==> src/hdl/instrMemPkg.sv <==
`default_nettype none

package instrMemPkg;

	localparam int wordWidth = 32; // instruction and data word
	localparam int pcWidth = 32; // program counter from the core
	localparam int opcodeWidth = 6; // bits 31:26
	localparam int regWidth = 5; // rd, rs, rt fields
	localparam int immWidth = 16; // low half of the word
	localparam int jumpWidth = 26; // bits 25:0

	localparam int bootDepth = 38; // words in the boot program
	localparam int ramDepth = 1024; // program memory words
	localparam int ramAddrWidth = 10; // index into program memory
	localparam int blockSize = 300; // words per process block

	// the cursor needs one more bit than the index so a full memory can be seen
	localparam int cursorWidth = ramAddrWidth + 1;
	localparam int blockStartWidth = wordWidth + 9; // any wdata times blockSize fits

	localparam int axiAddrWidth = 4; // loader register space
	localparam logic [axiAddrWidth-1:0] cursorOffset = 4'h0; // block select
	localparam logic [axiAddrWidth-1:0] dataOffset = 4'h4; // word store

	localparam logic [1:0] respOkay = 2'b00; // axi OKAY
	localparam logic [1:0] respSlvErr = 2'b10; // axi SLVERR

	typedef enum logic [opcodeWidth-1:0] {
		opAdd = 6'b000000,
		opAddi = 6'b000001,
		opSub = 6'b000010,
		opSubi = 6'b000011,
		opMult = 6'b000100,
		opMulti = 6'b000101,
		opDiv = 6'b000110,
		opDivi = 6'b000111,
		opRdiv = 6'b001000, // remainder
		opJ = 6'b010001,
		opJr = 6'b010010,
		opJal = 6'b010011,
		opBeq = 6'b010100,
		opBne = 6'b010101,
		opBlt = 6'b010110,
		opLw = 6'b010111,
		opSw = 6'b011000,
		opMov = 6'b011001,
		opMovi = 6'b011010,
		opMfhi = 6'b011011,
		opMflo = 6'b011100,
		opIn = 6'b011101, // user input
		opOut = 6'b011110, // user output
		opFim = 6'b011111, // end of program
		opScpc = 6'b100001, // save pc context
		opScrg = 6'b100010, // save register context
		opCproc = 6'b100011, // change process
		opEncBios = 6'b100100, // leave boot program
		opLed = 6'b100101,
		opSpc = 6'b100110
	} opcodeT;

	typedef enum logic [1:0] {
		stIdle, // readies up, waiting for a paired beat
		stStore, // accepting cycle, word goes to memory
		stRespond // bvalid held until bready
	} loaderStateT;

endpackage

`default_nettype wire

==> src/hdl/fetchStage.sv <==
`timescale 1ns/1ps
`default_nettype none

module fetchStage (
	input  logic                              clock,
	input  logic                              reset,
	input  logic                              endBios,
	input  logic [instrMemPkg::wordWidth-1:0] romWord,
	input  logic [instrMemPkg::wordWidth-1:0] ramWord,
	output logic                              biosRunning,
	output instrMemPkg::opcodeT               opcode,
	output logic [instrMemPkg::regWidth-1:0]  rd,
	output logic [instrMemPkg::regWidth-1:0]  rs,
	output logic [instrMemPkg::regWidth-1:0]  rt,
	output logic [instrMemPkg::immWidth-1:0]  immediate,
	output logic [instrMemPkg::jumpWidth-1:0] jump
);
	import instrMemPkg::*;

	logic romSelected; // source of the word now on romWord/ramWord
	logic [wordWidth-1:0] word; // chosen instruction

	always_ff @(posedge clock) begin
		if (reset) begin
			biosRunning <= 1'b1; // every reset boots again
		end else if (endBios) begin
			biosRunning <= 1'b0; // stays low until reset
		end
	end

	// both memories read at pc on this edge, so the flag is sampled with them
	always_ff @(posedge clock) begin
		if (reset) begin
			romSelected <= 1'b1;
		end else begin
			romSelected <= biosRunning;
		end
	end

	assign word = romSelected ? romWord : ramWord;

	always_comb begin
		opcode = opcodeT'(word[31:26]); // codes outside the set pass through
		rd = word[25:21];
		rs = word[20:16];
		rt = word[15:11]; // overlaps immediate
		immediate = word[15:0];
		jump = word[25:0];
	end

endmodule

`default_nettype wire

==> config.mk <==
export PLATFORM = sky130hd
export DESIGN_NAME = fetchStage
export DESIGN_NICKNAME = d
export VERILOG_FILES = /design/src/hdl/instrMemPkg.sv /design/src/hdl/fetchStage.sv
export SDC_FILE = /design/constraint.sdc
export NUM_CORES = 1
export LEC_CHECK = 0
export BUFFER_PORTS_ARGS = -buffer_cell sky130_fd_sc_hd__buf_2
export CORE_MARGIN = 1
export CORE_UTILIZATION = 29
export DETAILED_ROUTE_END_ITERATION = 16
export PLACE_DENSITY_LB_ADDON = 0.25
export SETUP_SLACK_MARGIN = 0.05
export SYNTH_ARGS = -nofsm -noshare
export SYNTH_HDL_FRONTEND = slang
export SYNTH_SLANG_ARGS = --single-unit
export TNS_END_PERCENT = 30
==> constraint.sdc <==
create_clock -name clock -period 1.4 [get_ports clock]
set_input_delay 0.28 -clock clock [delete_from_list [all_inputs] [get_ports clock]]
set_output_delay 0.28 -clock clock [all_outputs]
set_load 0.005 [all_outputs]
==> impl_metrics.toml <==
[die]
chipWidth_um = 55.6
fp.coreArea_um2 = 2730
die_area_um2 = 3100
die_h_um = 55.6
ios = 131
rows = 19
initial_core_util_pct = 30.5

[setup_path]
path_max_fanout = 17
critPathSlowestCell = "dfxtp_4"
critical_path_class = "register to primary output"
crit_chain = "buf_12 -> mux2_2 -> buf_2"
max_stage_delay_ps = 360
critPathCaptureType = "primary output"
critPathRequiredTime_ps = 1120
critPathArrivalTime_ps = 1230
crit_buf_inv = 2
worst_setup_path_start_kind = "register"
rrSetupSlack_ps = 690
cp_top_family = "flip-flops"

[layout]
syn2layout_area_growth_pct = 60.1
layout_commonest_cell = "buf_2"
diodes = 0
drive_above_1_share_pct = 98.3
post-route-util_pct = 48.9
layout_common_cells = "buf_2 (122), mux2_4 (30), buf_6 (8)"
fin_nets = 241

[logic_synthesis]
synth_area_leaders = "mux2_4 (54%), buf_4 (28%), buf_12 (7.2%)"
synth.distinct_cells = 9
synth-seq-area-share_pct = 4.80
syn_inst = 72
synthAdderAreaFrac_pct = 0
netlist_area_um2 = 835
yosysTopAreaCell = "mux2_4"
ys_ff_latch = 2
synth_area_per_cell_um2 = 11.6
synthSimpleGateAreaFrac_pct = 0.750
synth_nets = 139
synth_top_family_by_area = "multiplexers"
synth_top_cell_area_share_pct = 54.0
synth_xor_area_share_pct = 0
synthMuxAreaShare_pct = 56.7
synth_compound_area_share_pct = 0.900
yosysWarnings = 0

[routing]
drt_pass1_iterations = 4
wire_per_inst_um = 10.5
drtAntennaViolNets = 0
route.detailed.drc = 0
dr_total_vias = 869
viasPerCell = 4.28
drtIter0Drc = 10
routed_wirelength_mm = 2.13

[clocking]
clock-sinks = 2
cts_buffers = 3
cts_root_buf = "clkbuf_4"
htreeDepth = 1
worstSkewPairLatency_ps = 220
cts_hold_buf = 0
cts_tree = "built"
clkSlewWorstSetupHoldPaths_ps = 30
clockBufferDepth = 2

[sta]
layout_setup_ws_ps = -105
finalSetupViolCount = 63
holdWs_ps = 260
worstMarginPinSlew_ps = 124
fin_crit_sh_pct = 108
final_hold_viol_count = 0
rsz0062_at_grt = "true"
max_slew_margin_pct = 91.7
min_period_ps = 1510
finClkSkew_ps = 0.0778
max_freq_mhz = 664
slew_viol_final = 0

[status]
outcome = "finished, violations left"
violations = "negative setup slack"

[grt]
gr-total-overflow = 0
grt_pass1_vias = 822
antenna_found_initial = 0
track_usage_pct = 12.5
grt_max_degree = 18
grt_pass1_wl_mm = 3.21

[hold_path]
hold_class = "primary input to register"

[placement]
gp_congestion = 0.684
dp_hpwl_mm = 1.84
portBuffers = 130

[pwr]
leakage_nw = 0.875
vdd_drop_max_mv = 0.505
p_per_area_nw_per_um2 = 474

[flow_run]
drv_cap = 0
cells in the mapped netlist:
cell / count
dfxtp_1: 2
or2_2: 1
mux2_4: 30
buf_4: 31
buf_6: 1
a21o_1: 1
mux2_2: 2
buf_12: 3
inv_1: 1
through the flow:
step           std cells  TNS [ps]  setup WS, ps  power (mW)  instance area, µm²
2_1_floorplan         72         0           101       0.363                 835
3_3_place_gp         200         0           124       0.480                1260
3_5_place_dp         200         0           106       0.489                1260
4_1_cts              203     -5400          -113       0.629                1310
5_1_grt              203     -7380          -146       0.684                1340
6_report             203     -4950          -105       0.633                1340
logic make-up after synthesis:
logic type / after synthesis
simple gates: 1
buf+inv: 36
compound gates: 1
flops: 2
mux: 32
cell type report:
| class | count | area [µm²] |
|---|---|---|
| fillers | 268 | 1400 |
| well taps | 31 | 38.8 |
| inverters | 1 | 3.75 |
| multi-input cells | 34 | 487 |
| repair buffers | 132 | 741 |
| clock buffers | 3 | 22.5 |
| flip-flops and latches | 2 | 43.8 |
per-layer routing:
layer	up-vias	GRT usage (%)	share of wire [%]
li1	414	-	-
met1	392	10.7	28
met2	63	27.5	62
met3	0	2.79	10
met4	0	3.21	0
met5	-	0	0
timing repair:
item	4_1_cts	5_1_grt
gates resized for setup	5	4
endpoints found under the setup margin	63	63
gates cloned	0	0
setup buffers	0	0
state kept, by name, summed over array words and instances (netlist names):
register,flops
biosRunning,1
romSelected,1
path summary, 6_finish.rpt:
path,cells after the start,end,start
setup reg to reg,1,romSelected,biosRunning
setup / recovery,3,opcode[3],romSelected
hold / removal,2,biosRunning,reset
hold reg to reg,1,romSelected,biosRunning
report_power, final:
part           switching (mW)  internal (mW)  leakage [nW]
clock                  0.0299         0.0944        0.0138
sequential            0.00403         0.0604        0.0167
combinational           0.151          0.294         0.844
total                   0.185          0.448         0.875
Note: power is estimated with default switching activity, not from simulation.
