==> config.mk <==
export PLATFORM = sky130hd
export DESIGN_NAME = bootRom
export DESIGN_NICKNAME = d
export VERILOG_FILES = /design/src/hdl/instrMemPkg.sv /design/src/hdl/bootRom.sv
export SDC_FILE = /design/constraint.sdc
export NUM_CORES = 1
export LEC_CHECK = 0
export ABC_AREA = 1
export ABC_CLOCK_PERIOD_IN_PS = 2510
export BUFFER_PORTS_ARGS = -buffer_cell sky130_fd_sc_hd__buf_2
export CORE_UTILIZATION = 47
export CTS_BUF_LIST = sky130_fd_sc_hd__clkbuf_8
export DETAILED_ROUTE_END_ITERATION = 10
export GPL_ROUTABILITY_DRIVEN = 0
export MAX_ROUTING_LAYER = met4
export PLACE_DENSITY = 0.86
export SETUP_SLACK_MARGIN = 0.2
export SLEW_MARGIN = 20
export SYNTH_ARGS = -nofsm -noshare
export SYNTH_HDL_FRONTEND = slang
export SYNTH_SLANG_ARGS = --single-unit
==> constraint.sdc <==
create_clock -name clock -period 2.51 [get_ports clock]
set_input_delay 0.502 -clock clock [delete_from_list [all_inputs] [get_ports clock]]
set_output_delay 0.502 -clock clock [all_outputs]
set_load 0.005 [all_outputs]
==> src/hdl/instrMemPkg.sv <==
`default_nettype none

package instrMemPkg;

	localparam int wordWidth = 32; // instruction and data word
	localparam int pcWidth = 32; // program counter from the core
	localparam int opcodeWidth = 6; // bits 31:26
	localparam int regWidth = 5; // rd, rs, rt fields
	localparam int immWidth = 16; // low half of the word
	localparam int jumpWidth = 26; // bits 25:0

	localparam int bootDepth = 38; // words in the boot program
	localparam int ramDepth = 1024; // program memory words
	localparam int ramAddrWidth = 10; // index into program memory
	localparam int blockSize = 300; // words per process block

	// the cursor needs one more bit than the index so a full memory can be seen
	localparam int cursorWidth = ramAddrWidth + 1;
	localparam int blockStartWidth = wordWidth + 9; // any wdata times blockSize fits

	localparam int axiAddrWidth = 4; // loader register space
	localparam logic [axiAddrWidth-1:0] cursorOffset = 4'h0; // block select
	localparam logic [axiAddrWidth-1:0] dataOffset = 4'h4; // word store

	localparam logic [1:0] respOkay = 2'b00; // axi OKAY
	localparam logic [1:0] respSlvErr = 2'b10; // axi SLVERR

	typedef enum logic [opcodeWidth-1:0] {
		opAdd = 6'b000000,
		opAddi = 6'b000001,
		opSub = 6'b000010,
		opSubi = 6'b000011,
		opMult = 6'b000100,
		opMulti = 6'b000101,
		opDiv = 6'b000110,
		opDivi = 6'b000111,
		opRdiv = 6'b001000, // remainder
		opJ = 6'b010001,
		opJr = 6'b010010,
		opJal = 6'b010011,
		opBeq = 6'b010100,
		opBne = 6'b010101,
		opBlt = 6'b010110,
		opLw = 6'b010111,
		opSw = 6'b011000,
		opMov = 6'b011001,
		opMovi = 6'b011010,
		opMfhi = 6'b011011,
		opMflo = 6'b011100,
		opIn = 6'b011101, // user input
		opOut = 6'b011110, // user output
		opFim = 6'b011111, // end of program
		opScpc = 6'b100001, // save pc context
		opScrg = 6'b100010, // save register context
		opCproc = 6'b100011, // change process
		opEncBios = 6'b100100, // leave boot program
		opLed = 6'b100101,
		opSpc = 6'b100110
	} opcodeT;

	typedef enum logic [1:0] {
		stIdle, // readies up, waiting for a paired beat
		stStore, // accepting cycle, word goes to memory
		stRespond // bvalid held until bready
	} loaderStateT;

endpackage

`default_nettype wire

==> src/hdl/bootRom.sv <==
`timescale 1ns/1ps
`default_nettype none

module bootRom (
	input  logic                              clock,
	input  logic [instrMemPkg::pcWidth-1:0]   pc,
	output logic [instrMemPkg::wordWidth-1:0] romWord
);
	import instrMemPkg::*;

	logic [$clog2(bootDepth)-1:0] romIndex; // low pc bits
	logic inRange; // pc inside the boot program
	logic [wordWidth-1:0] tableWord; // entry for romIndex

	assign romIndex = pc[$clog2(bootDepth)-1:0];
	assign inRange = (pc < bootDepth); // upper pc bits would alias otherwise

	always_comb begin
		case (romIndex)
			0: tableWord = {opCproc, 26'd0}; // run as os process
			1: tableWord = {opMovi, 5'd0, 5'd0, 16'd0}; // r0 = 0
			2: tableWord = {opMovi, 5'd1, 5'd0, 16'd0};
			3: tableWord = {opMovi, 5'd2, 5'd0, 16'd0};
			4: tableWord = {opMovi, 5'd3, 5'd0, 16'd0};
			5: tableWord = {opMovi, 5'd4, 5'd0, 16'd0};
			6: tableWord = {opMovi, 5'd5, 5'd0, 16'd0};
			7: tableWord = {opMovi, 5'd6, 5'd0, 16'd0};
			8: tableWord = {opMovi, 5'd7, 5'd0, 16'd0};
			9: tableWord = {opMovi, 5'd8, 5'd0, 16'd0};
			10: tableWord = {opMovi, 5'd9, 5'd0, 16'd0};
			11: tableWord = {opMovi, 5'd10, 5'd0, 16'd0};
			12: tableWord = {opMovi, 5'd11, 5'd0, 16'd0};
			13: tableWord = {opMovi, 5'd12, 5'd0, 16'd0};
			14: tableWord = {opMovi, 5'd13, 5'd0, 16'd0};
			15: tableWord = {opMovi, 5'd14, 5'd0, 16'd0};
			16: tableWord = {opMovi, 5'd15, 5'd0, 16'd0};
			17: tableWord = {opMovi, 5'd16, 5'd0, 16'd0};
			18: tableWord = {opMovi, 5'd17, 5'd0, 16'd0};
			19: tableWord = {opMovi, 5'd18, 5'd0, 16'd0};
			20: tableWord = {opMovi, 5'd19, 5'd0, 16'd0};
			21: tableWord = {opMovi, 5'd20, 5'd0, 16'd0}; // os scratch regs from here
			22: tableWord = {opMovi, 5'd21, 5'd0, 16'd0};
			23: tableWord = {opMovi, 5'd22, 5'd0, 16'd0};
			24: tableWord = {opMovi, 5'd23, 5'd0, 16'd0};
			25: tableWord = {opMovi, 5'd24, 5'd0, 16'd0};
			26: tableWord = {opMovi, 5'd25, 5'd0, 16'd0};
			27: tableWord = {opMovi, 5'd26, 5'd0, 16'd0};
			28: tableWord = {opMovi, 5'd27, 5'd0, 16'd0};
			29: tableWord = {opMovi, 5'd28, 5'd0, 16'd0};
			30: tableWord = {opMovi, 5'd29, 5'd0, 16'd0};
			31: tableWord = {opMovi, 5'd30, 5'd0, 16'd300}; // r30 = first block
			32: tableWord = {opMovi, 5'd31, 5'd0, 16'd3000}; // r31 = loop limit
			// data memory setup loop, marks each block header
			33: tableWord = {opSw, 5'd0, 5'd30, 5'd30, 11'd1}; // sw r30, 1(r30)
			34: tableWord = {opAddi, 5'd30, 5'd30, 5'd30, 11'd300}; // next block
			35: tableWord = {opBeq, 5'd31, 5'd30, 5'd31, 11'd37}; // done at r31
			36: tableWord = {opJ, 26'd33}; // back to the store
			37: tableWord = {opEncBios, 26'd0}; // hand over to program memory
			default: tableWord = '0; // unused slots up to the index width
		endcase
	end

	always_ff @(posedge clock) begin
		if (inRange) begin
			romWord <= tableWord; // one cycle latency, same as the ram
		end else begin
			romWord <= '0; // past the boot program
		end
	end

endmodule

`default_nettype wire

==> summary.md <==
| Metric | Value |
|---|---|
| Status | completed |
| Final #Nets | 237 |
| Pwr Density | 443 nW/um2 |
| P&R area growth vs syn | 25.4% |
| Syn_area_per_cell | 7.22 um2 |
| CTS tree | yes |
| DRC errors left | 0 |
| Setup TNS after final layout | 0 ns |
| Pwr Total | 594 uW |
| Tcrit/Tclk final | 0.577 |
| Max H-tree Level | 1 |
| VDD IR max | 299 uV |
| Min-delay worst type | in2reg |
| EDFF count, synth | 0 |
| Biggest regs | romWord x18 |
| I/O pin cnt | 65 |
| Vias in the first global route | 901 |
| Post-route worst setup slack | 1.06 ns |
| Hold_ws | 0.578 ns |
| # fillers | 184 |
| Required time of the worst setup path | 2.69 ns |
| Worst Path Class, Setup | in2reg |
| Final Hold Fails | 0 |
| Setup repair after global routing missed its margin | false |
| Post-place instance area | 1280 um2 |
| Layout cells sized above 1 | 0.404 |
| Initial DRC count | 31 |
| Clock root buffer master | clkbuf_8 |
| Synth unique cells | 24 |
| Largest net degree at the start of global routing | 14 |
| CTS buffer count | 3 |
| Yosys warns | 0 |
| Number of diodes | 0 |
| Routed Antenna Nets | 0 |
| Mapped Area | 1070 um2 |
| Worst-path fanout max | 13 |
| Via-per-instance ratio | 4.80 |
| Final Setup Violations | 0 |
| Top_reg_cell synth | dfxtp_1 |
| Largest register FFs | 18 |
| Initial Util | 0.523 |
| Minimum clock period | 1.45 ns |
| Critical Path Max Stage Delay | 0.29 ns |
| CTS Sinks | 18 |
| Crit path from | pc[3] |
| Vias | 1079 |
| # resized after CTS | 0 |
| First-pass GRT wire length | 3540 um |
| Post-CTS setup buffers | 0 |
| Max Root-Sink Buffers | 2 |
| Drt pass-1 iters | 4 |
| Post-route cell area | 1340 um2 |
| Lkg Pwr | 0.000740 uW |
| Die ar. | 2470 um2 |
| CP startpoint kind | primary input |
| GRT overflow | 0 |
| Top post-synthesis cells by count | nand2_1 (28), nor2_1 (21), dfxtp_1 (18) |
| Post-DR wirelength/cell | 9.68 um |
| Fin. max-slew vios | 0 |
| Routed wire length | 2180 um |
| Fmax | 0.691 GHz |
| Cells after synthesis | 148 |
| Leading area contributor after synthesis | dfxtp_1 |
| Num rows | 16 |
| Worst path arrival time | 1.63 ns |
| Most flop-heavy register | romWord |
| # port buffers | 60 |
| CP Capture Type | register |
| Most numerous cell in the Yosys netlist | nand2_1 |
| Clock transition at path regs | 0.06 ns |
| Post-synth top area share | 0.337 |
| Hpwl dp | 1750 um |
| Die width | 49.7 um |
| Asr flop ratio synth | 0 |
| Worst slack at placement | 0.804 ns |
| Flops & latches, synth | 18 |
| Cts hold-fix bufs | 0 |
| Worst hold stages | 3 |
| CP max stage cell | nor2_4 |
| Die Y | 49.7 um |
| Top post-synthesis cells by area | dfxtp_1 (34%), buf_4 (11%), nand2_1 (9.8%), nor2_1 (7.4%), ha_1 (5.9%) |
| Max cap viols | 0 |
| Register area share after synthesis | 0.337 |
| Initial antenna violation count | 0 |
| Critical Path, Cell by Cell | buf_2 -> nor2_4 -> nand2_2 -> nand2_2 -> nand3_2 -> nor2_4 -> inv_2 -> a21oi_1 |
| GRT Resource Usage Total | 0.191 |
| End of the critical path | romWord[29]$_SDFF_PP0_ |
| Core footprint | 2040 um2 |
[logic make-up after synthesis]
group                      Yosys count  synth area share
AOI/OAI and AO/OA                   16            0.0831
other                                1           0.00351
adders and majority gates            5            0.0585
buffers and inverters               31             0.170
DFF                                 18             0.337
and+or+nand+nor                     77             0.348
[cells in the final DEF, fill, tap and decap left out]
master and count:
buf_2 60, nand2_1 28, nor2_1 21, dfxtp_1 18
inv_1 12, a21oi_1 9, nand3_1 9, nand2_2 5
ha_1 5, conb_1 4, clkbuf_8 4, o21ai_0 3
nor2_4 3, nand3_2 3, nor2_2 3, inv_2 2
nor3_1 2, o21a_1 2, or2_1 1, and2_0 1
o22ai_1 1, a211oi_1 1, nand4_1 1
[through the flow]
step,util,cells
after detailed placement,0.629,221
after global placement,0.629,221
after global routing,0.656,225
after CTS,0.656,225
after floorplan,-,151
final,0.656,225
[metal layers]
metal,vias up,part of all wire,track usage
met2,68,0.48,0.318
met3,7,0.086,0.0247
met5,-,0,-
met4,0,0.022,0.114
li1,550,-,-
met1,454,0.41,0.217
[cell type report]
type | count | area [um2] | share of cell area
repair buffers | 60 | 300 | 0.224
flip-flops and latches | 18 | 360 | 0.269
multi-input cells | 102 | 538 | 0.401
inverters | 14 | 52.6 | 0.0392
clock buffers | 4 | 55.1 | 0.0411
well taps | 27 | 33.8 | 0.0252
[worst min-delay path by stage]
| stage | from | end | slack (ns) |
|---|---|---|---|
| 2_1_floorplan | pc[1] | romWord[2]$_SDFF_PP0_ | 0.63 |
| 3_3_place_gp | pc[1] | romWord[2]$_SDFF_PP0_ | 0.81 |
| 3_5_place_dp | pc[1] | romWord[2]$_SDFF_PP0_ | 0.82 |
| 4_1_cts | pc[1] | romWord[2]$_SDFF_PP0_ | 0.56 |
| 5_1_grt | pc[1] | romWord[2]$_SDFF_PP0_ | 0.60 |
| 6_report | pc[1] | romWord[2]$_SDFF_PP0_ | 0.58 |
[power by group]
| part | leakage, uW | total, uW | internal, uW | switching (uW) |
|---|---|---|---|---|
| clock | 0.0000288 | 227 | 139 | 87.5 |
| combinational | 0.000566 | 81.3 | 34.2 | 47.1 |
| sequential | 0.000145 | 286 | 286 | 0.000000282 |
[critical path: cells and delay by family]
family	cells	cell delay (ns)
simple gates	5	0.70
buf+inv	2	0.28
compound gates	1	0.15
No activity file was read; power rests on OpenSTA's default activity.
