`src/hdl/instrMemPkg.sv`:
```
`default_nettype none

package instrMemPkg;

	localparam int wordWidth = 32; // instruction and data word
	localparam int pcWidth = 32; // program counter from the core
	localparam int opcodeWidth = 6; // bits 31:26
	localparam int regWidth = 5; // rd, rs, rt fields
	localparam int immWidth = 16; // low half of the word
	localparam int jumpWidth = 26; // bits 25:0

	localparam int bootDepth = 38; // words in the boot program
	localparam int ramDepth = 1024; // program memory words
	localparam int ramAddrWidth = 10; // index into program memory
	localparam int blockSize = 300; // words per process block

	// the cursor needs one more bit than the index so a full memory can be seen
	localparam int cursorWidth = ramAddrWidth + 1;
	localparam int blockStartWidth = wordWidth + 9; // any wdata times blockSize fits

	localparam int axiAddrWidth = 4; // loader register space
	localparam logic [axiAddrWidth-1:0] cursorOffset = 4'h0; // block select
	localparam logic [axiAddrWidth-1:0] dataOffset = 4'h4; // word store

	localparam logic [1:0] respOkay = 2'b00; // axi OKAY
	localparam logic [1:0] respSlvErr = 2'b10; // axi SLVERR

	typedef enum logic [opcodeWidth-1:0] {
		opAdd = 6'b000000,
		opAddi = 6'b000001,
		opSub = 6'b000010,
		opSubi = 6'b000011,
		opMult = 6'b000100,
		opMulti = 6'b000101,
		opDiv = 6'b000110,
		opDivi = 6'b000111,
		opRdiv = 6'b001000, // remainder
		opJ = 6'b010001,
		opJr = 6'b010010,
		opJal = 6'b010011,
		opBeq = 6'b010100,
		opBne = 6'b010101,
		opBlt = 6'b010110,
		opLw = 6'b010111,
		opSw = 6'b011000,
		opMov = 6'b011001,
		opMovi = 6'b011010,
		opMfhi = 6'b011011,
		opMflo = 6'b011100,
		opIn = 6'b011101, // user input
		opOut = 6'b011110, // user output
		opFim = 6'b011111, // end of program
		opScpc = 6'b100001, // save pc context
		opScrg = 6'b100010, // save register context
		opCproc = 6'b100011, // change process
		opEncBios = 6'b100100, // leave boot program
		opLed = 6'b100101,
		opSpc = 6'b100110
	} opcodeT;

	typedef enum logic [1:0] {
		stIdle, // readies up, waiting for a paired beat
		stStore, // accepting cycle, word goes to memory
		stRespond // bvalid held until bready
	} loaderStateT;

endpackage

`default_nettype wire

```
`src/hdl/programLoader.sv`:
```
`timescale 1ns/1ps
`default_nettype none

module programLoader (
	input  logic                                 clock,
	input  logic                                 reset,
	input  logic [instrMemPkg::axiAddrWidth-1:0] awaddr,
	input  logic                                 awvalid,
	output logic                                 awready,
	input  logic [instrMemPkg::wordWidth-1:0]    wdata,
	input  logic                                 wvalid,
	output logic                                 wready,
	output logic [1:0]                           bresp,
	output logic                                 bvalid,
	input  logic                                 bready,
	output logic                                 writeEnable,
	output logic [instrMemPkg::ramAddrWidth-1:0] writeIndex,
	output logic [instrMemPkg::wordWidth-1:0]    writeWord
);
	import instrMemPkg::*;

	loaderStateT state; // registered, holds idle or respond
	loaderStateT phase; // what the current cycle does
	logic handshake; // aw and w beats taken together
	logic [cursorWidth-1:0] cursor; // next word to store
	logic [blockStartWidth-1:0] blockStart; // wdata times block size
	logic cursorHit; // address decodes
	logic dataHit;
	logic blockOk; // new block start inside memory
	logic cursorOk; // cursor still inside memory
	logic [1:0] respNext;

	assign awready = (state == stIdle); // low while a response is pending
	assign wready = (state == stIdle);
	assign bvalid = (state == stRespond);
	assign handshake = awvalid && awready && wvalid && wready;

	always_comb begin
		phase = state;
		if (handshake) begin
			phase = stStore; // beat accepted on this edge
		end
	end

	assign cursorHit = (awaddr == cursorOffset);
	assign dataHit = (awaddr == dataOffset);
	assign blockStart = blockStartWidth'(wdata) * blockStartWidth'(blockSize);
	assign blockOk = (blockStart < ramDepth);
	assign cursorOk = (cursor < ramDepth);

	always_comb begin
		respNext = respSlvErr; // unknown offset by default
		if (cursorHit && blockOk) begin
			respNext = respOkay;
		end
		if (dataHit && cursorOk) begin
			respNext = respOkay;
		end
	end

	// store goes out combinationally so the ram writes on the accepting edge
	assign writeEnable = (phase == stStore) && dataHit && cursorOk;
	assign writeIndex = cursor[ramAddrWidth-1:0];
	assign writeWord = wdata;

	always_ff @(posedge clock) begin
		if (reset) begin
			state <= stIdle;
			cursor <= '0; // block 0
		end else begin
			case (phase)
				stStore: begin
					state <= stRespond; // bvalid rises with the store
					if (cursorHit && blockOk) begin
						cursor <= cursorWidth'(blockStart); // jump to block start
					end else if (writeEnable) begin
						cursor <= cursor + 1'b1; // next word of the block
					end
				end
				stRespond: begin
					if (bready) begin
						state <= stIdle; // response taken
					end
				end
				default: begin
					state <= stIdle;
				end
			endcase
		end
	end

	always_ff @(posedge clock) begin
		if (phase == stStore) begin
			bresp <= respNext; // held with bvalid
		end
	end

endmodule

`default_nettype wire

```
`config.mk`:
```
export PLATFORM = sky130hd
export DESIGN_NAME = programLoader
export DESIGN_NICKNAME = d
export VERILOG_FILES = /design/src/hdl/instrMemPkg.sv /design/src/hdl/programLoader.sv
export SDC_FILE = /design/constraint.sdc
export NUM_CORES = 1
export LEC_CHECK = 0
export BUFFER_PORTS_ARGS = -buffer_cell sky130_fd_sc_hd__buf_2
export CAP_MARGIN = 15
export CORE_ASPECT_RATIO = 0.75
export CORE_MARGIN = 2
export CORE_UTILIZATION = 45
export CTS_BUF_LIST = sky130_fd_sc_hd__clkbuf_4 sky130_fd_sc_hd__clkbuf_8 sky130_fd_sc_hd__clkbuf_16
export CTS_CLUSTER_DIAMETER = 30
export DETAILED_ROUTE_END_ITERATION = 12
export GPL_TIMING_DRIVEN = 0
export PLACE_DENSITY = 0.64
export SKIP_CTS_REPAIR_TIMING = 1
export SLEW_MARGIN = 15
export SYNTH_ARGS = -nofsm -noshare
export SYNTH_HDL_FRONTEND = slang
export SYNTH_SLANG_ARGS = --single-unit
```
`constraint.sdc`:
```
create_clock -name clock -period 7.6 [get_ports clock]
set_input_delay 1.52 -clock clock [delete_from_list [all_inputs] [get_ports clock]]
set_output_delay 1.52 -clock clock [all_outputs]
set_load 0.01 [all_outputs]
```
==> metrics.md <==
| Metric | Value |
|---|---|
| Max-cap violations | `0` |
| DR iter-0 viols | `238` |
| Final Wtd Congestion | `0.9250` |
| Final WL | `14240 µm` |
| Asr flop ratio synth | `0` |
| Global router's overall resource usage | `0.2083` |
| Relative max-transition margin | `0.6135` |
| Area Overhead vs Synth | `12.51%` |
| Number of buffer and inverter stages on the critical path | `5` |
| Clock Pin Slew Worst Setup and Hold Paths | `0.04 ns` |
| Most frequently used cell type in the post-synthesis netlist | `inv_1` |
| Cell types with the highest counts after synthesis | `inv_1, ha_1, a21oi_1, fa_1, buf_4` |
| Capture endpoint of the worst hold path | `state[1]` |
| Post-Place Cell Area | `6499 µm²` |
| Number of synthesized register bits | `13` |
| Vias | `5373` |
| Fillers | `1314` |
| Worst reg2reg startpoint | `cursor[10]` |
| Setup_tns | `0 ns` |
| Worst clock skew on the final layout | `0.001309 ns` |
| Area of the die | `13940 µm²` |
| Count of final max-slew check failures | `0` |
| Number of top-level design ports | `89` |
| Netlist cell types | `64` |
| Cells traversed along the worst timing path | `buf_2 > ha_1 > ha_1 > fa_1 > inv_1 > fa_1 > inv_1 > ha_1 > clkbuf_1 > nand2_1 > or3_1 > or4_1 > o211a_1 > xnor2_1 > or4_1 > nor4_2 > nand4_1 > nand2b_1 > inv_1` |
| Pin slew with the least headroom to its limit | `0.5737 ns` |
| CTS Buffer Depth | `2` |
| Synthesized-area fraction occupied by adder cells | `0.4235` |
| Slowest Stage Delay on Critical Path | `0.57 ns` |
| Post-DRT Antenna Nets | `0` |
| Worst hold path depth | `2` |
| Fraction of layout instances using a drive strength above 1 | `0.1892` |
| Simple-Gate Fraction of Synth Area | `0.1292` |
| CTS H-tree lvls | `1` |
| Syn nets | `945` |
| Wire length of the first global-routing pass | `23740 µm` |
| Number of remaining DRC errors | `0` |
| Switching power share of the total | `0.5771` |
| Number of enable-type register cells in the synthesized netlist | `1` |
| Largest net degree at the start of global routing | `11` |
| Nets | `1037` |
| Leak | `3.510 nW` |
| Number of buffers added by the clock tree synthesis step | `3` |
| Final non-filler cell total | `1001` |
| Mux share of post-synthesis cell area | `0.01112` |
| Worst hold slack after final layout | `0.4901 ns` |
| Overall overflow remaining after global route | `0` |
| Endpoint class of the critical path | `flop` |
| Initial antenna violation count | `0` |
| Worst r2r path cells | `7` |
| Number of vias per cell after detailed routing | `5.368` |
| Largest fanout on the critical path | `8` |
| Outcome | `complete, no violations` |
| TritonCTS sink count | `13` |
| Share of synthesized area occupied by flip-flops and latches | `0.04620` |
| Tot Pwr | `1.622 mW` |
| Portion of total power attributed to the clock network | `0.063` |
| Dominant cells by area after synthesis | `ha_1, fa_1, inv_1` |
| Worst path arrival time | `7.08 ns` |
| Initial core utilization | `0.4557` |
| CP required | `7.59 ns` |
| Multi-input gate area in the final layout | `4573 µm²` |
| Share of the synthesized area in the top cell type | `0.2353` |
| Syn avg cell area | `7.915 µm²` |
| Number of buffers added on ports | `87` |
| Clock latency on the worst-skew pair | `0.24 ns` |
| Net switching power | `0.9361 mW` |
| Dominant delay contributor by cell family on the critical path | `simple AND/OR/NAND/NOR gates` |
| X dimension of the die | `135.7 µm` |
| Standard-cell row count | `36` |
| Logic gate share of total power | `0.894` |
| Cells after Synth | `739` |
| First drt pass iteration count | `5` |
| Dominant combinational cell family by area after synthesis | `adder cells` |
| Count of cell instances traversed by the critical path | `19` |
| Cell taking the most area after synthesis | `ha_1` |
| Share of the synthesized area in compound gates (AO/OA/AOI/OAI) | `0.1889` |
| Root buffer selected by CTS | `clkbuf_16` |
| Slowest cell on crit path | `or4_1` |
| Timing-limited maximum frequency | `0.1410 GHz` |
| Setup slack of the most critical reg-to-reg path | `5.50 ns` |
| Xor/xnor cell area share of the yosys netlist | `0.02845` |
| Area of all sequential standard cells | `270.3 µm²` |
| Number of endpoints failing setup at the final stage | `0` |
| Maximum vdd drop | `0.1065 mV` |
| Type of the setup path with the least slack | `in2reg` |
| Antenna cell count | `0` |
| Post-synthesis instance area | `5849 µm²` |
| Setup repair after global routing missed its margin | `false` |
| Synth warn | `0` |
| Chip Height | `102.7 µm` |
| Count of endpoints failing hold in the final timing report | `0` |
| TritonCTS clock tree | `yes` |
| Crit Reg-Reg Endpoint | `cursor[8]` |
| Core footprint | `12840 µm²` |
| Cell area after layout | `6581 µm²` |
| Vias in the first global route | `4997` |
| Power per unit of standard cell area | `246.4 nW/µm²` |
| Shortest period the worst path allows | `7.090 ns` |
| Int Power | `0.6858 mW` |
| Sum of net half-perimeters after detailed placement | `12450 µm` |
| Hold WC Path Type | `reg2reg` |
| Worst Setup Start Kind | `input port` |
| Final period utilization | `0.9329` |
| Part of the power in registers | `0.043` |
| Placed instance count | `997` |
| Wire per inst | `14.22 µm` |
| Worst Hold Launch | `state[1]` |
| Primary FF master, synth | `dfxtp_1` |
## metrics by stage
step / setup slack [ns] / utilization
2_1_floorplan: 1.159 / -
3_3_place_gp: 0.2529 / 0.5062
3_5_place_dp: 0.2342 / 0.5062
4_1_cts: 0.4883 / 0.5127
5_1_grt: 0.2071 / 0.5127
6_report: 0.5102 / 0.5127
## cell type report
| class | count | share of cell area |
|---|---|---|
| multi-input cells | 508 | 0.6949 |
| inverters | 152 | 0.08669 |
| repair buffers | 87 | 0.06616 |
| plain buffers | 66 | 0.06616 |
| flip-flops and latches | 13 | 0.04106 |
| well taps | 171 | 0.03251 |
| clock buffers | 4 | 0.01255 |
## registers in the layout, indices dropped and copies added (netlist names)
signal,cells
state,1
cursor,11
bresp,1
## power by group through the flow
stage	clock network (mW)	logic, mW	registers, mW
floorplan	0	1.08	0.0716
global placement	0	1.42	0.0713
detailed placement	0	1.43	0.0714
CTS	0.104	1.44	0.0702
global route	0.108	1.64	0.0701
finish	0.102	1.45	0.0702
## kinds of logic (layout without fill, tap and decap cells)
kind of cell	count (synthesis)	after routing
AOI/OAI and AO/OA	170	170
xor gates and xnor gates	19	19
adders and majority gates	165	165
buffers and inverters	218	309
DFF	13	13
muxes	6	6
other	1	1
and+or+nand+nor	147	147
## worst max-delay path by stage
stage / from / endpoint / slack (ns)
after floorplan: wdata[17] / cursor[7] / 1.16
after global placement: wdata[17] / bresp[1] / 0.25
after detailed placement: wdata[17] / bresp[1] / 0.23
after CTS: wdata[17] / bresp[1] / 0.49
after global routing: wdata[17] / cursor[6] / 0.21
final: wdata[17] / bresp[1] / 0.51
## routing by layer
layer,track usage,share of wire,up-vias
li1,-,-,2660
met1,0.3329,0.53,2549
met2,0.3143,0.41,155
met3,0.01131,0.053,9
met4,0.02804,0.0058,0
met5,0,0,-
## cell usage in the layout (no fill, tap or decap), types with 4 or more instances in the layout
cell      instances
a211oi_1          4
a21o_1           14
a21oi_1          61
a31oi_1          10
and2_1            5
and3_1            4
buf_2            91
buf_4            44
clkbuf_1         16
dfxtp_1          12
fa_1             55
ha_1            110
inv_1           152
mux2i_1           5
nand2_1          37
nand2b_1          4
nand3_1          11
nand4_1          19
nor2_1           32
nor3_1           10
o211ai_1         11
o21a_1            7
o21ai_0          22
o22ai_1           4
o31ai_1           4
or3_1             4
xnor2_1           6
xor2_1           13
## worst reg2reg max path: cells and delay by family (launching register included)
kind                   cells  cell delay [ns]
AOI/OAI and AO/OA          2             0.24
DFF                        1             0.31
and+or+nand+nor            4             1.18
buffers and inverters      1             0.25
Power figures use the tool's default switching activity.
